### src/hw/usb_host_pkg.sv
/* Shared types and helpers for the full-speed USB host link.
   Imported by the line interface, the packet transmitter and the packet receiver. */
package usb_host_pkg;

  // Clock cycles per bit at 12 Mbit/s from a 48 MHz clock
  parameter int BitClksDefault = 4;

  // Low nibble of the PID byte; the high nibble on the wire is its complement
  typedef enum logic [3:0] {
    OUT   = 4'h1,
    IN    = 4'h9,
    SETUP = 4'hD,
    SOF   = 4'h5,
    ACK   = 4'h2,
    NAK   = 4'hA,
    STALL = 4'hE,
    DATA0 = 4'h3
  } usb_pid_e;

  // Bus state after orientation correction
  typedef enum logic [1:0] {
    LINE_SE0 = 2'b00,
    LINE_J   = 2'b01,
    LINE_K   = 2'b10,
    LINE_SE1 = 2'b11
  } usb_line_e;

  // One packet for the transmitter, 16 bits
  typedef struct packed {
    usb_pid_e   pid;
    logic       has_token;
    logic [6:0] addr;
    logic [3:0] endp;
  } usb_tx_req_t;

  // One packet seen by the receiver, 9 bits
  typedef struct packed {
    usb_pid_e   pid;
    logic       pid_err;
    // Unstuffed bits after the PID, saturating at 15
    logic [3:0] bits;
  } usb_rx_pkt_t;

  // Token PIDs are the only ones that carry address and endpoint
  function automatic logic usb_pid_is_token(input usb_pid_e pid);
    return (pid == OUT) || (pid == IN) || (pid == SETUP) || (pid == SOF);
  endfunction

  // CRC5 over the 11 token bits, data[0] first on the wire.
  // The result is ordered so that bit 0 is the first CRC bit sent.
  function automatic logic [4:0] usb_crc5(input logic [10:0] data);
    logic [4:0] crc;
    logic       fb;
    logic [4:0] field;
    crc = 5'h1f;
    for (int i = 0; i < 11; i++) begin
      fb  = crc[4] ^ data[i];
      crc = {crc[3:0], 1'b0};
      if (fb) begin
        crc = crc ^ 5'h05;
      end
    end
    // Remainder is inverted and goes out high bit first
    for (int i = 0; i < 5; i++) begin
      field[i] = ~crc[4 - i];
    end
    return field;
  endfunction

endpackage

### src/hw/usb_line_if.sv
/* Pin-level line interface between the host link and the device pins.
   Merges host and device drive, handles pull-up detection and pin flip. */
`timescale 1ns/1ns

module usb_line_if (
  input  logic                    clk_48MHz_i,
  input  logic                    rst_ni,
  input  logic                    dp_d2p,
  input  logic                    dp_en_d2p,
  input  logic                    dn_d2p,
  input  logic                    dn_en_d2p,
  input  logic                    pullupdp_d2p,
  input  logic                    pullupdn_d2p,
  input  usb_host_pkg::usb_line_e tx_line,
  input  logic                    tx_oe,
  output logic                    dp_p2d,
  output logic                    dn_p2d,
  output logic                    dp_en_p2d,
  output logic                    dn_en_p2d,
  output logic                    sense_p2d,
  output logic                    connected,
  output usb_host_pkg::usb_line_e rx_line
);
  import usb_host_pkg::*;

  logic flip;
  logic host_dp;
  logic host_dn;
  logic drive_dp;
  logic drive_dn;
  logic bus_dp;
  logic bus_dn;
  logic norm_dp;
  logic norm_dn;

  // Pull-up on D- means the device has its pins swapped
  assign flip      = pullupdn_d2p;
  assign connected = pullupdp_d2p | pullupdn_d2p;

  assign dp_en_p2d = tx_oe;
  assign dn_en_p2d = tx_oe;

  // Host line state as D+/D- levels before the flip
  always_comb begin
    case (tx_line)
      LINE_J:   {host_dp, host_dn} = 2'b10;
      LINE_K:   {host_dp, host_dn} = 2'b01;
      LINE_SE1: {host_dp, host_dn} = 2'b11;
      default:  {host_dp, host_dn} = 2'b00;
    endcase
  end

  assign drive_dp = flip ? host_dn : host_dp;
  assign drive_dn = flip ? host_dp : host_dn;

  // Device drive wins, then host drive, then the pull-up idle level
  always_comb begin
    if (dp_en_d2p) begin
      dp_p2d = dp_d2p;
    end else if (tx_oe) begin
      dp_p2d = drive_dp;
    end else begin
      dp_p2d = pullupdp_d2p;
    end
    if (dn_en_d2p) begin
      dn_p2d = dn_d2p;
    end else if (tx_oe) begin
      dn_p2d = drive_dn;
    end else begin
      dn_p2d = pullupdn_d2p;
    end
  end

  // Device side of the bus only, undone for flip
  assign bus_dp  = dp_en_d2p ? dp_d2p : pullupdp_d2p;
  assign bus_dn  = dn_en_d2p ? dn_d2p : pullupdn_d2p;
  assign norm_dp = flip ? bus_dn : bus_dp;
  assign norm_dn = flip ? bus_dp : bus_dn;

  always_ff @(posedge clk_48MHz_i or negedge rst_ni) begin
    if (!rst_ni) begin
      sense_p2d <= 1'b0;
      rx_line   <= LINE_J;
    end else begin
      sense_p2d <= 1'b1;
      case ({norm_dp, norm_dn})
        2'b10:   rx_line <= LINE_J;
        2'b01:   rx_line <= LINE_K;
        2'b11:   rx_line <= LINE_SE1;
        default: rx_line <= LINE_SE0;
      endcase
    end
  end

  // Transmitter must never drive a bus with no device attached
  a_oe_needs_device: assert property (
    @(posedge clk_48MHz_i) disable iff (!rst_ni) tx_oe |-> connected
  );

endmodule

### src/hw/usb_packet_tx.sv
/* Packet transmitter for the host link.
   Sends SYNC, PID and optional token fields with CRC5, stuffing, NRZI and EOP. */
`timescale 1ns/1ns

module usb_packet_tx #(
  parameter int BitClks = 4
) (
  input  logic                      clk_48MHz_i,
  input  logic                      rst_ni,
  input  logic                      tx_start,
  input  usb_host_pkg::usb_tx_req_t tx_req,
  input  logic                      connected,
  output logic                      tx_busy,
  output logic                      tx_done,
  output logic                      tx_oe,
  output usb_host_pkg::usb_line_e   tx_line
);
  import usb_host_pkg::*;

  localparam int CntW = $clog2(BitClks + 1);

  typedef enum logic [2:0] {IDLE, SYNC, PID, TOKEN, CRC, EOP, IDLE_J} tx_state_e;

  tx_state_e       state;
  logic [CntW-1:0] bit_cnt;
  logic [31:0]     pkt_q;
  logic [31:0]     packet;
  logic [5:0]      data_cnt;
  logic [5:0]      data_len;
  logic [2:0]      ones_cnt;
  logic            eop_second;
  logic            accept;
  logic            bit_end;

  // Which field a given bit index of the packet image belongs to
  function automatic tx_state_e field_state(input logic [5:0] idx);
    if (idx < 6'd8) begin
      return SYNC;
    end else if (idx < 6'd16) begin
      return PID;
    end else if (idx < 6'd27) begin
      return TOKEN;
    end
    return CRC;
  endfunction

  function automatic usb_line_e nrzi_toggle(input usb_line_e level);
    return (level == LINE_J) ? LINE_K : LINE_J;
  endfunction

  assign accept  = tx_start && !tx_busy && connected;
  assign bit_end = bit_cnt == CntW'(BitClks - 1);

  // Packet image sent LSB first; SYNC is seven zeros and a one
  assign packet = {usb_crc5({tx_req.endp, tx_req.addr}), tx_req.endp, tx_req.addr,
                   ~tx_req.pid, tx_req.pid, 8'b1000_0000};

  always_ff @(posedge clk_48MHz_i) begin
    if (accept) begin
      pkt_q <= packet;
    end
  end

  always_ff @(posedge clk_48MHz_i or negedge rst_ni) begin
    if (!rst_ni) begin
      state      <= IDLE;
      bit_cnt    <= '0;
      data_cnt   <= '0;
      data_len   <= '0;
      ones_cnt   <= '0;
      eop_second <= 1'b0;
      tx_busy    <= 1'b0;
      tx_done    <= 1'b0;
      tx_oe      <= 1'b0;
      tx_line    <= LINE_J;
    end else begin
      tx_done <= 1'b0;
      bit_cnt <= bit_end ? '0 : bit_cnt + 1'b1;
      if (accept) begin
        // First SYNC bit is a zero, so the line goes from idle J to K
        state      <= SYNC;
        bit_cnt    <= '0;
        data_cnt   <= 6'd1;
        data_len   <= tx_req.has_token ? 6'd32 : 6'd16;
        ones_cnt   <= '0;
        eop_second <= 1'b0;
        tx_busy    <= 1'b1;
        tx_oe      <= 1'b1;
        tx_line    <= LINE_K;
      end else if (bit_end) begin
        case (state)
          SYNC, PID, TOKEN, CRC: begin
            if (ones_cnt == 3'd6) begin
              // Stuffed zero, counted from SYNC onwards and also before EOP
              tx_line  <= nrzi_toggle(tx_line);
              ones_cnt <= '0;
            end else if (data_cnt == data_len) begin
              state   <= EOP;
              tx_line <= LINE_SE0;
            end else begin
              state    <= field_state(data_cnt);
              data_cnt <= data_cnt + 6'd1;
              if (pkt_q[data_cnt[4:0]]) begin
                ones_cnt <= ones_cnt + 3'd1;
              end else begin
                tx_line  <= nrzi_toggle(tx_line);
                ones_cnt <= '0;
              end
            end
          end
          EOP: begin
            eop_second <= 1'b1;
            if (eop_second) begin
              state   <= IDLE_J;
              tx_line <= LINE_J;
            end
          end
          IDLE_J: begin
            state <= IDLE;
            tx_oe <= 1'b0;
          end
          default: ;
        endcase
      end
      // Done and not busy in the last cycle of the J bit
      if (state == IDLE_J && bit_cnt == CntW'(BitClks - 2)) begin
        tx_done <= 1'b1;
        tx_busy <= 1'b0;
      end
    end
  end

  a_no_start_when_busy: assert property (
    @(posedge clk_48MHz_i) disable iff (!rst_ni) tx_start |-> !tx_busy
  );

  a_token_pid: assert property (
    @(posedge clk_48MHz_i) disable iff (!rst_ni)
      tx_start && tx_req.has_token |-> usb_pid_is_token(tx_req.pid)
  );

endmodule

### src/hw/usb_packet_rx.sv
/* Packet receiver for the host link.
   Finds SYNC, undoes NRZI and stuffing, and reports the PID at EOP. */
`timescale 1ns/1ns

module usb_packet_rx #(
  parameter int BitClks = 4
) (
  input  logic                        clk_48MHz_i,
  input  logic                        rst_ni,
  input  usb_host_pkg::usb_line_e     rx_line,
  input  logic                        tx_oe,
  output logic                        rx_valid,
  output usb_host_pkg::usb_rx_pkt_t   rx_pkt
);
  import usb_host_pkg::*;

  localparam int CntW        = $clog2(BitClks + 1);
  localparam int SamplePhase = BitClks / 2;

  typedef enum logic [2:0] {HUNT, SYNC, PID, BODY, EOP} rx_state_e;

  usb_line_e       line_q;
  usb_line_e       last_level;
  usb_line_e       s_line;
  logic [CntW-1:0] phase_q;
  logic [CntW-1:0] phase;
  logic            sample;
  logic            s_valid;
  logic            s_bit;
  logic            s_jk;
  logic            data_bit;
  rx_state_e       state;
  logic [2:0]      fld_cnt;
  logic [2:0]      ones_cnt;
  logic [7:0]      pid_sr;
  logic [3:0]      body_cnt;

  // Every transition restarts the bit phase
  assign phase  = (rx_line != line_q) ? '0 : phase_q;
  assign sample = (phase == CntW'(SamplePhase)) && !tx_oe;

  always_ff @(posedge clk_48MHz_i or negedge rst_ni) begin
    if (!rst_ni) begin
      line_q     <= LINE_J;
      phase_q    <= '0;
      last_level <= LINE_J;
      s_valid    <= 1'b0;
    end else begin
      line_q  <= rx_line;
      phase_q <= (phase == CntW'(BitClks - 1)) ? '0 : phase + 1'b1;
      s_valid <= sample;
      if (tx_oe) begin
        last_level <= LINE_J;
      end else if (sample && (rx_line == LINE_J || rx_line == LINE_K)) begin
        last_level <= rx_line;
      end
    end
  end

  // NRZI decode, a one is no change of level
  always_ff @(posedge clk_48MHz_i) begin
    if (sample) begin
      s_line <= rx_line;
      s_bit  <= rx_line == last_level;
    end
  end

  assign s_jk     = (s_line == LINE_J) || (s_line == LINE_K);
  // A J/K bit that is not a stuffed zero
  assign data_bit = s_valid && !tx_oe && s_jk && (ones_cnt != 3'd6);

  always_ff @(posedge clk_48MHz_i) begin
    if (data_bit && state == PID) begin
      pid_sr <= {s_bit, pid_sr[7:1]};
    end
  end

  always_ff @(posedge clk_48MHz_i or negedge rst_ni) begin
    if (!rst_ni) begin
      state    <= HUNT;
      fld_cnt  <= '0;
      ones_cnt <= '0;
      body_cnt <= '0;
      rx_valid <= 1'b0;
    end else begin
      rx_valid <= 1'b0;
      if (tx_oe) begin
        state <= HUNT;
      end else if (s_valid) begin
        case (state)
          HUNT: begin
            if (s_line == LINE_K && !s_bit) begin
              state   <= SYNC;
              fld_cnt <= 3'd1;
            end
          end
          SYNC: begin
            // Seven zeros then a one; anything else restarts the hunt
            if (!s_jk) begin
              state <= HUNT;
            end else if (!s_bit) begin
              if (fld_cnt == 3'd7) begin
                state <= HUNT;
              end else begin
                fld_cnt <= fld_cnt + 3'd1;
              end
            end else if (fld_cnt == 3'd7) begin
              state    <= PID;
              fld_cnt  <= '0;
              ones_cnt <= 3'd1;
            end else begin
              state <= HUNT;
            end
          end
          PID, BODY: begin
            if (s_line == LINE_SE0) begin
              state <= (state == BODY) ? EOP : HUNT;
            end else if (s_line == LINE_SE1) begin
              state <= HUNT;
            end else if (ones_cnt == 3'd6) begin
              // Stuffed bit must be a zero
              if (s_bit) begin
                state <= HUNT;
              end
              ones_cnt <= '0;
            end else begin
              ones_cnt <= s_bit ? ones_cnt + 3'd1 : 3'd0;
              if (state == PID) begin
                fld_cnt <= fld_cnt + 3'd1;
                if (fld_cnt == 3'd7) begin
                  state    <= BODY;
                  body_cnt <= '0;
                end
              end else if (body_cnt != 4'd15) begin
                body_cnt <= body_cnt + 4'd1;
              end
            end
          end
          EOP: begin
            if (s_line == LINE_J) begin
              rx_valid <= 1'b1;
              state    <= HUNT;
            end else if (s_line != LINE_SE0) begin
              state <= HUNT;
            end
          end
          default: state <= HUNT;
        endcase
      end
    end
  end

  assign rx_pkt.pid     = usb_pid_e'(pid_sr[3:0]);
  assign rx_pkt.pid_err = pid_sr[7:4] != ~pid_sr[3:0];
  assign rx_pkt.bits    = body_cnt;

  // Host drive and device reports must not overlap
  a_no_rx_during_tx: assert property (
    @(posedge clk_48MHz_i) disable iff (!rst_ni) rx_valid |-> !tx_oe
  );

endmodule

### src/hw/usb_host_link.sv
/* Top level of the full-speed USB host link.
   Connects the line interface, the packet transmitter and the packet receiver. */
`timescale 1ns/1ns

module usb_host_link #(
  parameter int BitClks = usb_host_pkg::BitClksDefault
) (
  input  logic                      clk_48MHz_i,
  input  logic                      rst_ni,
  // Controller side
  input  logic                      tx_start,
  input  usb_host_pkg::usb_tx_req_t tx_req,
  output logic                      tx_busy,
  output logic                      tx_done,
  output logic                      rx_valid,
  output usb_host_pkg::usb_rx_pkt_t rx_pkt,
  output logic                      connected,
  // Device side
  input  logic                      dp_d2p,
  input  logic                      dp_en_d2p,
  input  logic                      dn_d2p,
  input  logic                      dn_en_d2p,
  input  logic                      pullupdp_d2p,
  input  logic                      pullupdn_d2p,
  output logic                      dp_p2d,
  output logic                      dn_p2d,
  output logic                      dp_en_p2d,
  output logic                      dn_en_p2d,
  output logic                      sense_p2d
);
  import usb_host_pkg::*;

  usb_line_e tx_line;
  usb_line_e rx_line;
  logic      tx_oe;

  usb_line_if u_line_if (
    .clk_48MHz_i,
    .rst_ni,
    .dp_d2p,
    .dp_en_d2p,
    .dn_d2p,
    .dn_en_d2p,
    .pullupdp_d2p,
    .pullupdn_d2p,
    .tx_line,
    .tx_oe,
    .dp_p2d,
    .dn_p2d,
    .dp_en_p2d,
    .dn_en_p2d,
    .sense_p2d,
    .connected,
    .rx_line
  );

  usb_packet_tx #(.BitClks(BitClks)) u_packet_tx (
    .clk_48MHz_i,
    .rst_ni,
    .tx_start,
    .tx_req,
    .connected,
    .tx_busy,
    .tx_done,
    .tx_oe,
    .tx_line
  );

  usb_packet_rx #(.BitClks(BitClks)) u_packet_rx (
    .clk_48MHz_i,
    .rst_ni,
    .rx_line,
    .tx_oe,
    .rx_valid,
    .rx_pkt
  );

endmodule

### config.mk
export PLATFORM = sky130hd
export DESIGN_NAME = usb_host_link
export DESIGN_NICKNAME = d
export VERILOG_FILES = /design/src/hw/usb_host_pkg.sv /design/src/hw/usb_line_if.sv /design/src/hw/usb_packet_tx.sv /design/src/hw/usb_packet_rx.sv /design/src/hw/usb_host_link.sv
export SDC_FILE = /design/constraint.sdc
export NUM_CORES = 1
export LEC_CHECK = 0
export BUFFER_PORTS_ARGS = -buffer_cell sky130_fd_sc_hd__buf_4
export CAP_MARGIN = 20
export CELL_PAD_IN_SITES_DETAIL_PLACEMENT = 1
export CELL_PAD_IN_SITES_GLOBAL_PLACEMENT = 2
export CORE_UTILIZATION = 42
export CTS_CLUSTER_SIZE = 24
export DETAILED_ROUTE_END_ITERATION = 10
export PLACE_DENSITY = 0.91
export SYNTH_ARGS = -nofsm -noshare
export SYNTH_HDL_FRONTEND = slang
export SYNTH_SLANG_ARGS = --single-unit
### constraint.sdc
create_clock -name clk_48MHz_i -period 4.03 [get_ports clk_48MHz_i]
set_input_delay 0.403 -clock clk_48MHz_i [delete_from_list [all_inputs] [get_ports clk_48MHz_i]]
set_output_delay 0.403 -clock clk_48MHz_i [all_outputs]
set_load 0.02 [all_outputs]
# [After elaboration in Yosys (flattened, before gate mapping)]
# Index checks and enable logic that the tools add are counted.
[classes] addsub=7 magnitude_cmp=4 eq_ne=57 n_mux=119 n_bitwise=32 n_reduce_logical=44
[op_table] op="$mux W3" n=59
[op_table] op="$mux W6" n=6
[op_table] op="$mux W1" n=34
[op_table] op="$eq A3 B2 Y1 const B" n=8
[op_table] op="$eq A3 B3 Y1 const B" n=7
[op_table] op="$mux W2" n=10
[op_table] op="$not A2 Y2" n=10
[op_table] op="$reduce_bool A2 Y1" n=10
[op_table] op="$pmux W3 S3" n=2
[op_table] op="$reduce_and A8 Y1" n=2
[op_table] op="$add A3 B1 Y3 const B" n=5
[op_table] op="$eq A2 B2 Y1 const B" n=7
[op_table] op="$ne A2 B1 Y1 const B" n=7
[op_table] op="$lt A6 B5 Y1 const B" n=2
[op_table] op="$mux W4" n=3
[op_table] op="$ne A6 B2 Y1 const B" n=2
[op_table] op="$pmux W3 S4" n=1
[op_table] op="$reduce_and A4 Y1" n=3
[op_table] op="$reduce_and A11 Y1" n=1
[op_table] op="$logic_and A1 B1 Y1" n=10
[op_table] op="$ne A3 B2 Y1 const B" n=3
[op_table] op="$not A1 Y1" n=9
[op_table] op="$eq A2 B1 Y1 const B" n=4
[op_table] op="$ne A2 B2 Y1 const B" n=4
[op_table] op="35 further kinds" n=54
[word_totals] reg_bits=87 output_inout_bits=18 wordCells=288

# [Depth between registers and ports, before layout]
[logic_depth] word_depth=22 depth_mapped=8 ltp_nobuf=8

# [Modules after synthesis]
# From an unflattened synthesis, not the netlist that was laid out.
[hier_totals] cells_unflattened=399 area_unflattened_um2=4514.3
[modules_own_cells] mod="usb_packet_tx" n_inst=1 cells_per_inst=209 area_each_um2=2453.6 seq_area_each_um2=1297.5
[modules_own_cells] mod="usb_packet_rx" n_inst=1 cells_per_inst=169 area_each_um2=1844.3 seq_area_each_um2=883.3
[modules_own_cells] mod="usb_line_if" n_inst=1 cells_per_inst=21 area_each_um2=216.5 seq_area_each_um2=76.3

# [Worst setup path before layout]
# OpenSTA, ideal clock, no wires.
[synth_path] kind="input port to flip-flop" startpoint="input port pullupdn_d2p" endpoint="register u_packet_tx.pkt_q[10], enable pin" setup_ns=0.398 arrival_time_ns=1.947 setup_slack_ns=1.685 stages=5 cell_sequence="buf_2 > or2_1 > nand3_1 > inv_2 > clkbuf_1"
[synth_between] elab_chain_len=2
[synth_lines] element="start: declaration" line="usb_host_link.sv:24" source="input logic pullupdn_d2p,"
[synth_lines] element="$or A1 B1 Y1" line="usb_line_if.sv:38" source="assign connected = pullupdp_d2p | pullupdn_d2p;"
[synth_lines] element="net connected" line="usb_host_link.sv:17" source="output logic connected,"
[synth_lines] element="$logic_and A1 B1 Y1" line="usb_packet_tx.sv:51" source="assign accept = tx_start && !tx_busy && connected;"
[synth_lines] element="net u_packet_tx.accept" line="usb_packet_tx.sv:32" source="logic accept;"
[synth_lines] element="end signal: assignment" line="usb_packet_tx.sv:60" source="pkt_q <= packet;"
[synth_lines] element="end: declaration" line="usb_packet_tx.sv:26" source="logic [31:0] pkt_q;"
# The timed path passes the listed nets, and every way through them passes these cells.
# A chain may end at the register's enable or synchronous reset.

# [Final worst setup path]
[layout_path] startpoint="register u_packet_tx.data_cnt[0]" endpoint="register u_packet_tx.tx_line[1]"
[layout_between] elab_chain_len=6 elab_cells_between_ends=10 cone_classes="2 x eq/ne; 7 x mux; 1 x reduce/logical"
[layout_lines] element="start: declaration" line="usb_packet_tx.sv:28" source="logic [5:0] data_cnt;"
[layout_lines] element="start signal: assignment" line="usb_packet_tx.sv:102" source="data_cnt <= data_cnt + 6'd1;"
[layout_lines] element="branches (longest 6 deep; another with $bmux W1 S5)"
[layout_lines] element="end signal: assignment" line="usb_packet_tx.sv:95" source="tx_line <= nrzi_toggle(tx_line);"
[layout_lines] element="end signal: assignment" line="usb_packet_tx.sv:106" source="tx_line <= nrzi_toggle(tx_line);"
[layout_lines] element="end: declaration" line="usb_packet_tx.sv:16" source="output usb_host_pkg::usb_line_e tx_line"
# Several ways; the timed one is not identified. The select of a mux whose other input is x is not followed.

==> impl_metrics.json <==
{
  "outcome": "finished, final reports clean",
  "gp_congestion": 0.782,
  "core_area_mm2": 0.0103,
  "setup_viol": 0,
  "dp_slack_ps": 1170,
  "instances_no_fill": 578,
  "hpwl_mm": 6.71,
  "ys_top_cells_by_count": "dfrtp_1 (44), edfxtp_1 (35), inv_1 (29)",
  "drt_iter0_drc": 108,
  "multi_input_area_mm2": 0.00197,
  "p_sw_share_pct": 36.4,
  "syn-cell-area_mm2": 0.00446,
  "ys_types": 64,
  "cts_setup_buffers": 0,
  "slew_viol_final": 0,
  "crit_buf_inv": 1,
  "dieWidth_um": 105,
  "grt_usage_pct": 18.2,
  "pwr-share-seq_pct": 45.7,
  "synth_most_common_cell": "dfrtp_1",
  "p_leak_nw": 2.11,
  "dr.pass1.iters": 4,
  "layout_min_cycle_time_ps": 2760,
  "grt_pass1_wl_mm": 15.9,
  "p_sw_mw": 0.983,
  "drt_wl_total_mm": 9.16,
  "startpoint_type": "register",
  "clock_path_buffers": 2,
  "synth_area_leaders": "dfrtp_1 (25%), edfxtp_1 (24%), ha_1 (5.3%)",
  "synth_seq_cells": 83,
  "cts_tree": "built",
  "period_share_pct": 68.6,
  "synthesis.nets": 450,
  "path_cells": "inv_1 -> ha_1 -> or3b_1 -> nor3_1 -> or2_2 -> o31ai_1 -> a221o_1",
  "drive_gt1_share_pct": 17.6,
  "grt_max_degree": 49,
  "startpoint": "u_packet_tx.data_cnt[0]",
  "synthArstFlopShare_pct": 57.8,
  "antenna_left": 0,
  "finalSetupTns_ps": 0,
  "fin_hold_ws_ps": 45.3,
  "worst_pin_slew_ps": 780,
  "overflow": 0,
  "cts_buffers": 9,
  "clkSinkCount": 83,
  "worstSetupEndpointType": "register",
  "num_vias": 3123,
  "yosys.area.top_type_share_pct": 24.7,
  "clk_pin_slew_worst_paths_ps": 100,
  "drt-met1-wl_mm": 4.00,
  "antenna_found_initial": 0,
  "powerDensity_mw_per_mm2": 535,
  "regArea_mm2": 0.00226,
  "dpl.cell_count": 562,
  "crit_required_ps": 4270,
  "cp.arrival_ps": 3010,
  "crit_type": "reg -> reg",
  "viasPerCell": 5.40,
  "die-area_mm2": 0.0110,
  "postSynthCellCount": 406,
  "relSlewSlack_pct": 46.7,
  "synth_warnings": 0,
  "clkPwrFrac_pct": 23.4,
  "port-buffer-count": 42,
  "route.met2.wl_mm": 4.86,
  "ios": 43,
  "postCtsHoldBufs": 0,
  "slowest_stage": "nor3_1",
  "first_global_vias": 3285,
  "antennaDiodeCount": 0,
  "hold_violations": 0,
  "synth.largest_area_cell": "dfrtp_1",
  "start_util_pct": 43.2,
  "ys_seq_area_share_pct": 50.6,
  "n_fill_cell": 1128,
  "combPwrFrac_pct": 30.9,
  "layout_setup_ws_ps": 1270,
  "ir_drop_v": 0.000245,
  "synth_edf_count": 35,
  "fmax_mhz": 362,
  "htreeDepth": 3,
  "die_h_um": 105,
  "nNetsFinal": 481,
  "r2r_start": "u_packet_tx.data_cnt[0]",
  "top_layer": "met4",
  "rows": 37,
  "post-route-drc-count": 0,
  "slowest_delay_ps": 610,
  "rsz0062_at_grt": "no",
  "p_total_mw": 2.70,
  "hp-class": "in -> async",
  "synthFlopType": "dfrtp_1",
  "cts-resized-gates": 0,
  "cts-root-buf": "clkbuf_8",
  "skew_ps": 13.4,
  "max_cap_violations": 0,
  "area_growth_pct": 13.0,
  "clk-insertion-delay-late_ps": 360,
  "p_int_mw": 1.72,
  "routedWlPerCell_um": 15.8,
  "crit_fanout": 11,
  "avgSynthCellArea_um2": 11.0,
  "dr_wl_met3_um": 183,
  "critPathTopFamily": "simple AND/OR/NAND/NOR gates"
}
==> area by class of cell <==
| cell class | count | share of cell area [%] |
|---|---|---|
| repair buffers | 43 | 6.40 |
| well taps | 136 | 3.37 |
| flip-flops and latches | 83 | 44.8 |
| clock inverters | 7 | 1.66 |
| inverters | 31 | 2.31 |
| clock buffers | 9 | 2.46 |
| multi-input cells | 269 | 39.0 |
==> final timing paths <==
path	end	slack [ps]	depth (start not counted)
setup / recovery	u_packet_tx.tx_line[1]	1270	7
max in group asynchronous	u_packet_tx.tx_oe	3550	1
hold / removal	u_packet_rx.body_cnt[0]	50	1
min in group clk_48MHz_i	u_line_if.rx_line[0]	200	2
setup reg to reg	u_packet_tx.tx_line[1]	1270	7
hold reg to reg	u_packet_rx.line_q[0]	420	0
==> placed cells by master, fill, tap and decap left out, drive strengths merged, types with 5 or more instances in the layout <==
cell type and instances:
buf 43, xnor2 22, nand3 12, nor3b 6, o41ai 5, o21ai 20, xor2 11, clkbuf 9
and3 5, nor4 5, a31oi 5, o31ai 6, ha 19, edfxtp 35, nor2 25, nor2b 7
mux2i 7, inv 35, o21a 5, a21oi 11, nand2 21, nor3 10, dfrtp 44, nand2b 8
==> cells by family after synthesis <==
| kind of cell | share of synthesized area, % |
|---|---|
| simple gates | 14.5 |
| flops | 50.6 |
| compound gates | 13.4 |
| buf+inv | 5.30 |
| xor+xnor | 6.48 |
| fa+ha+maj | 5.33 |
| mux | 4.35 |
| other cells | 0.0840 |
==> metrics by stage <==
stage / util, % / area [um2]
CTS: 48.9 / 5040
finish: 48.9 / 5040
global route: 48.9 / 5040
global placement: 46.8 / 4840
detailed placement: 46.8 / 4840
floorplan: - / 4460
==> power by group through the flow <==
| stage | logic (mW) | clock network [mW] | registers [mW] |
|---|---|---|---|
| after floorplan | 0.743 | 0 | 1.12 |
| after global placement | 0.800 | 0 | 1.24 |
| after detailed placement | 0.840 | 0 | 1.25 |
| after CTS | 0.845 | 0.655 | 1.23 |
| after global routing | 0.935 | 0.686 | 1.26 |
| final | 0.835 | 0.632 | 1.23 |
==> metal layers <==
metal  track usage (%)  vias to the layer above
met5                 0                        -
met1              22.1                     1561
met2              32.4                       35
met4              7.34                        0
li1                  -                     1518
met3              2.43                        9
==> state kept, by name (all words and copies together), names as in the netlist, 3 cells and up <==
signal                count
u_packet_tx.pkt_q        24
u_packet_rx.pid_sr        8
u_packet_tx.data_cnt      6
u_packet_rx.body_cnt      4
u_packet_rx.fld_cnt       3
u_packet_rx.ones_cnt      3
u_packet_rx.phase_q       3
u_packet_rx.state         3
u_packet_tx.bit_cnt       3
u_packet_tx.ones_cnt      3
u_packet_tx.state         3
==> worst register-to-register path: stages, from the launching register on <==
cell and delay (ps):
dfrtp_1 600, inv_1 190, ha_1 150, or3b_1 410, nor3_1 610, or2_2 240
o31ai_1 80, a221o_1 370
(Power assumes the default switching activity.)
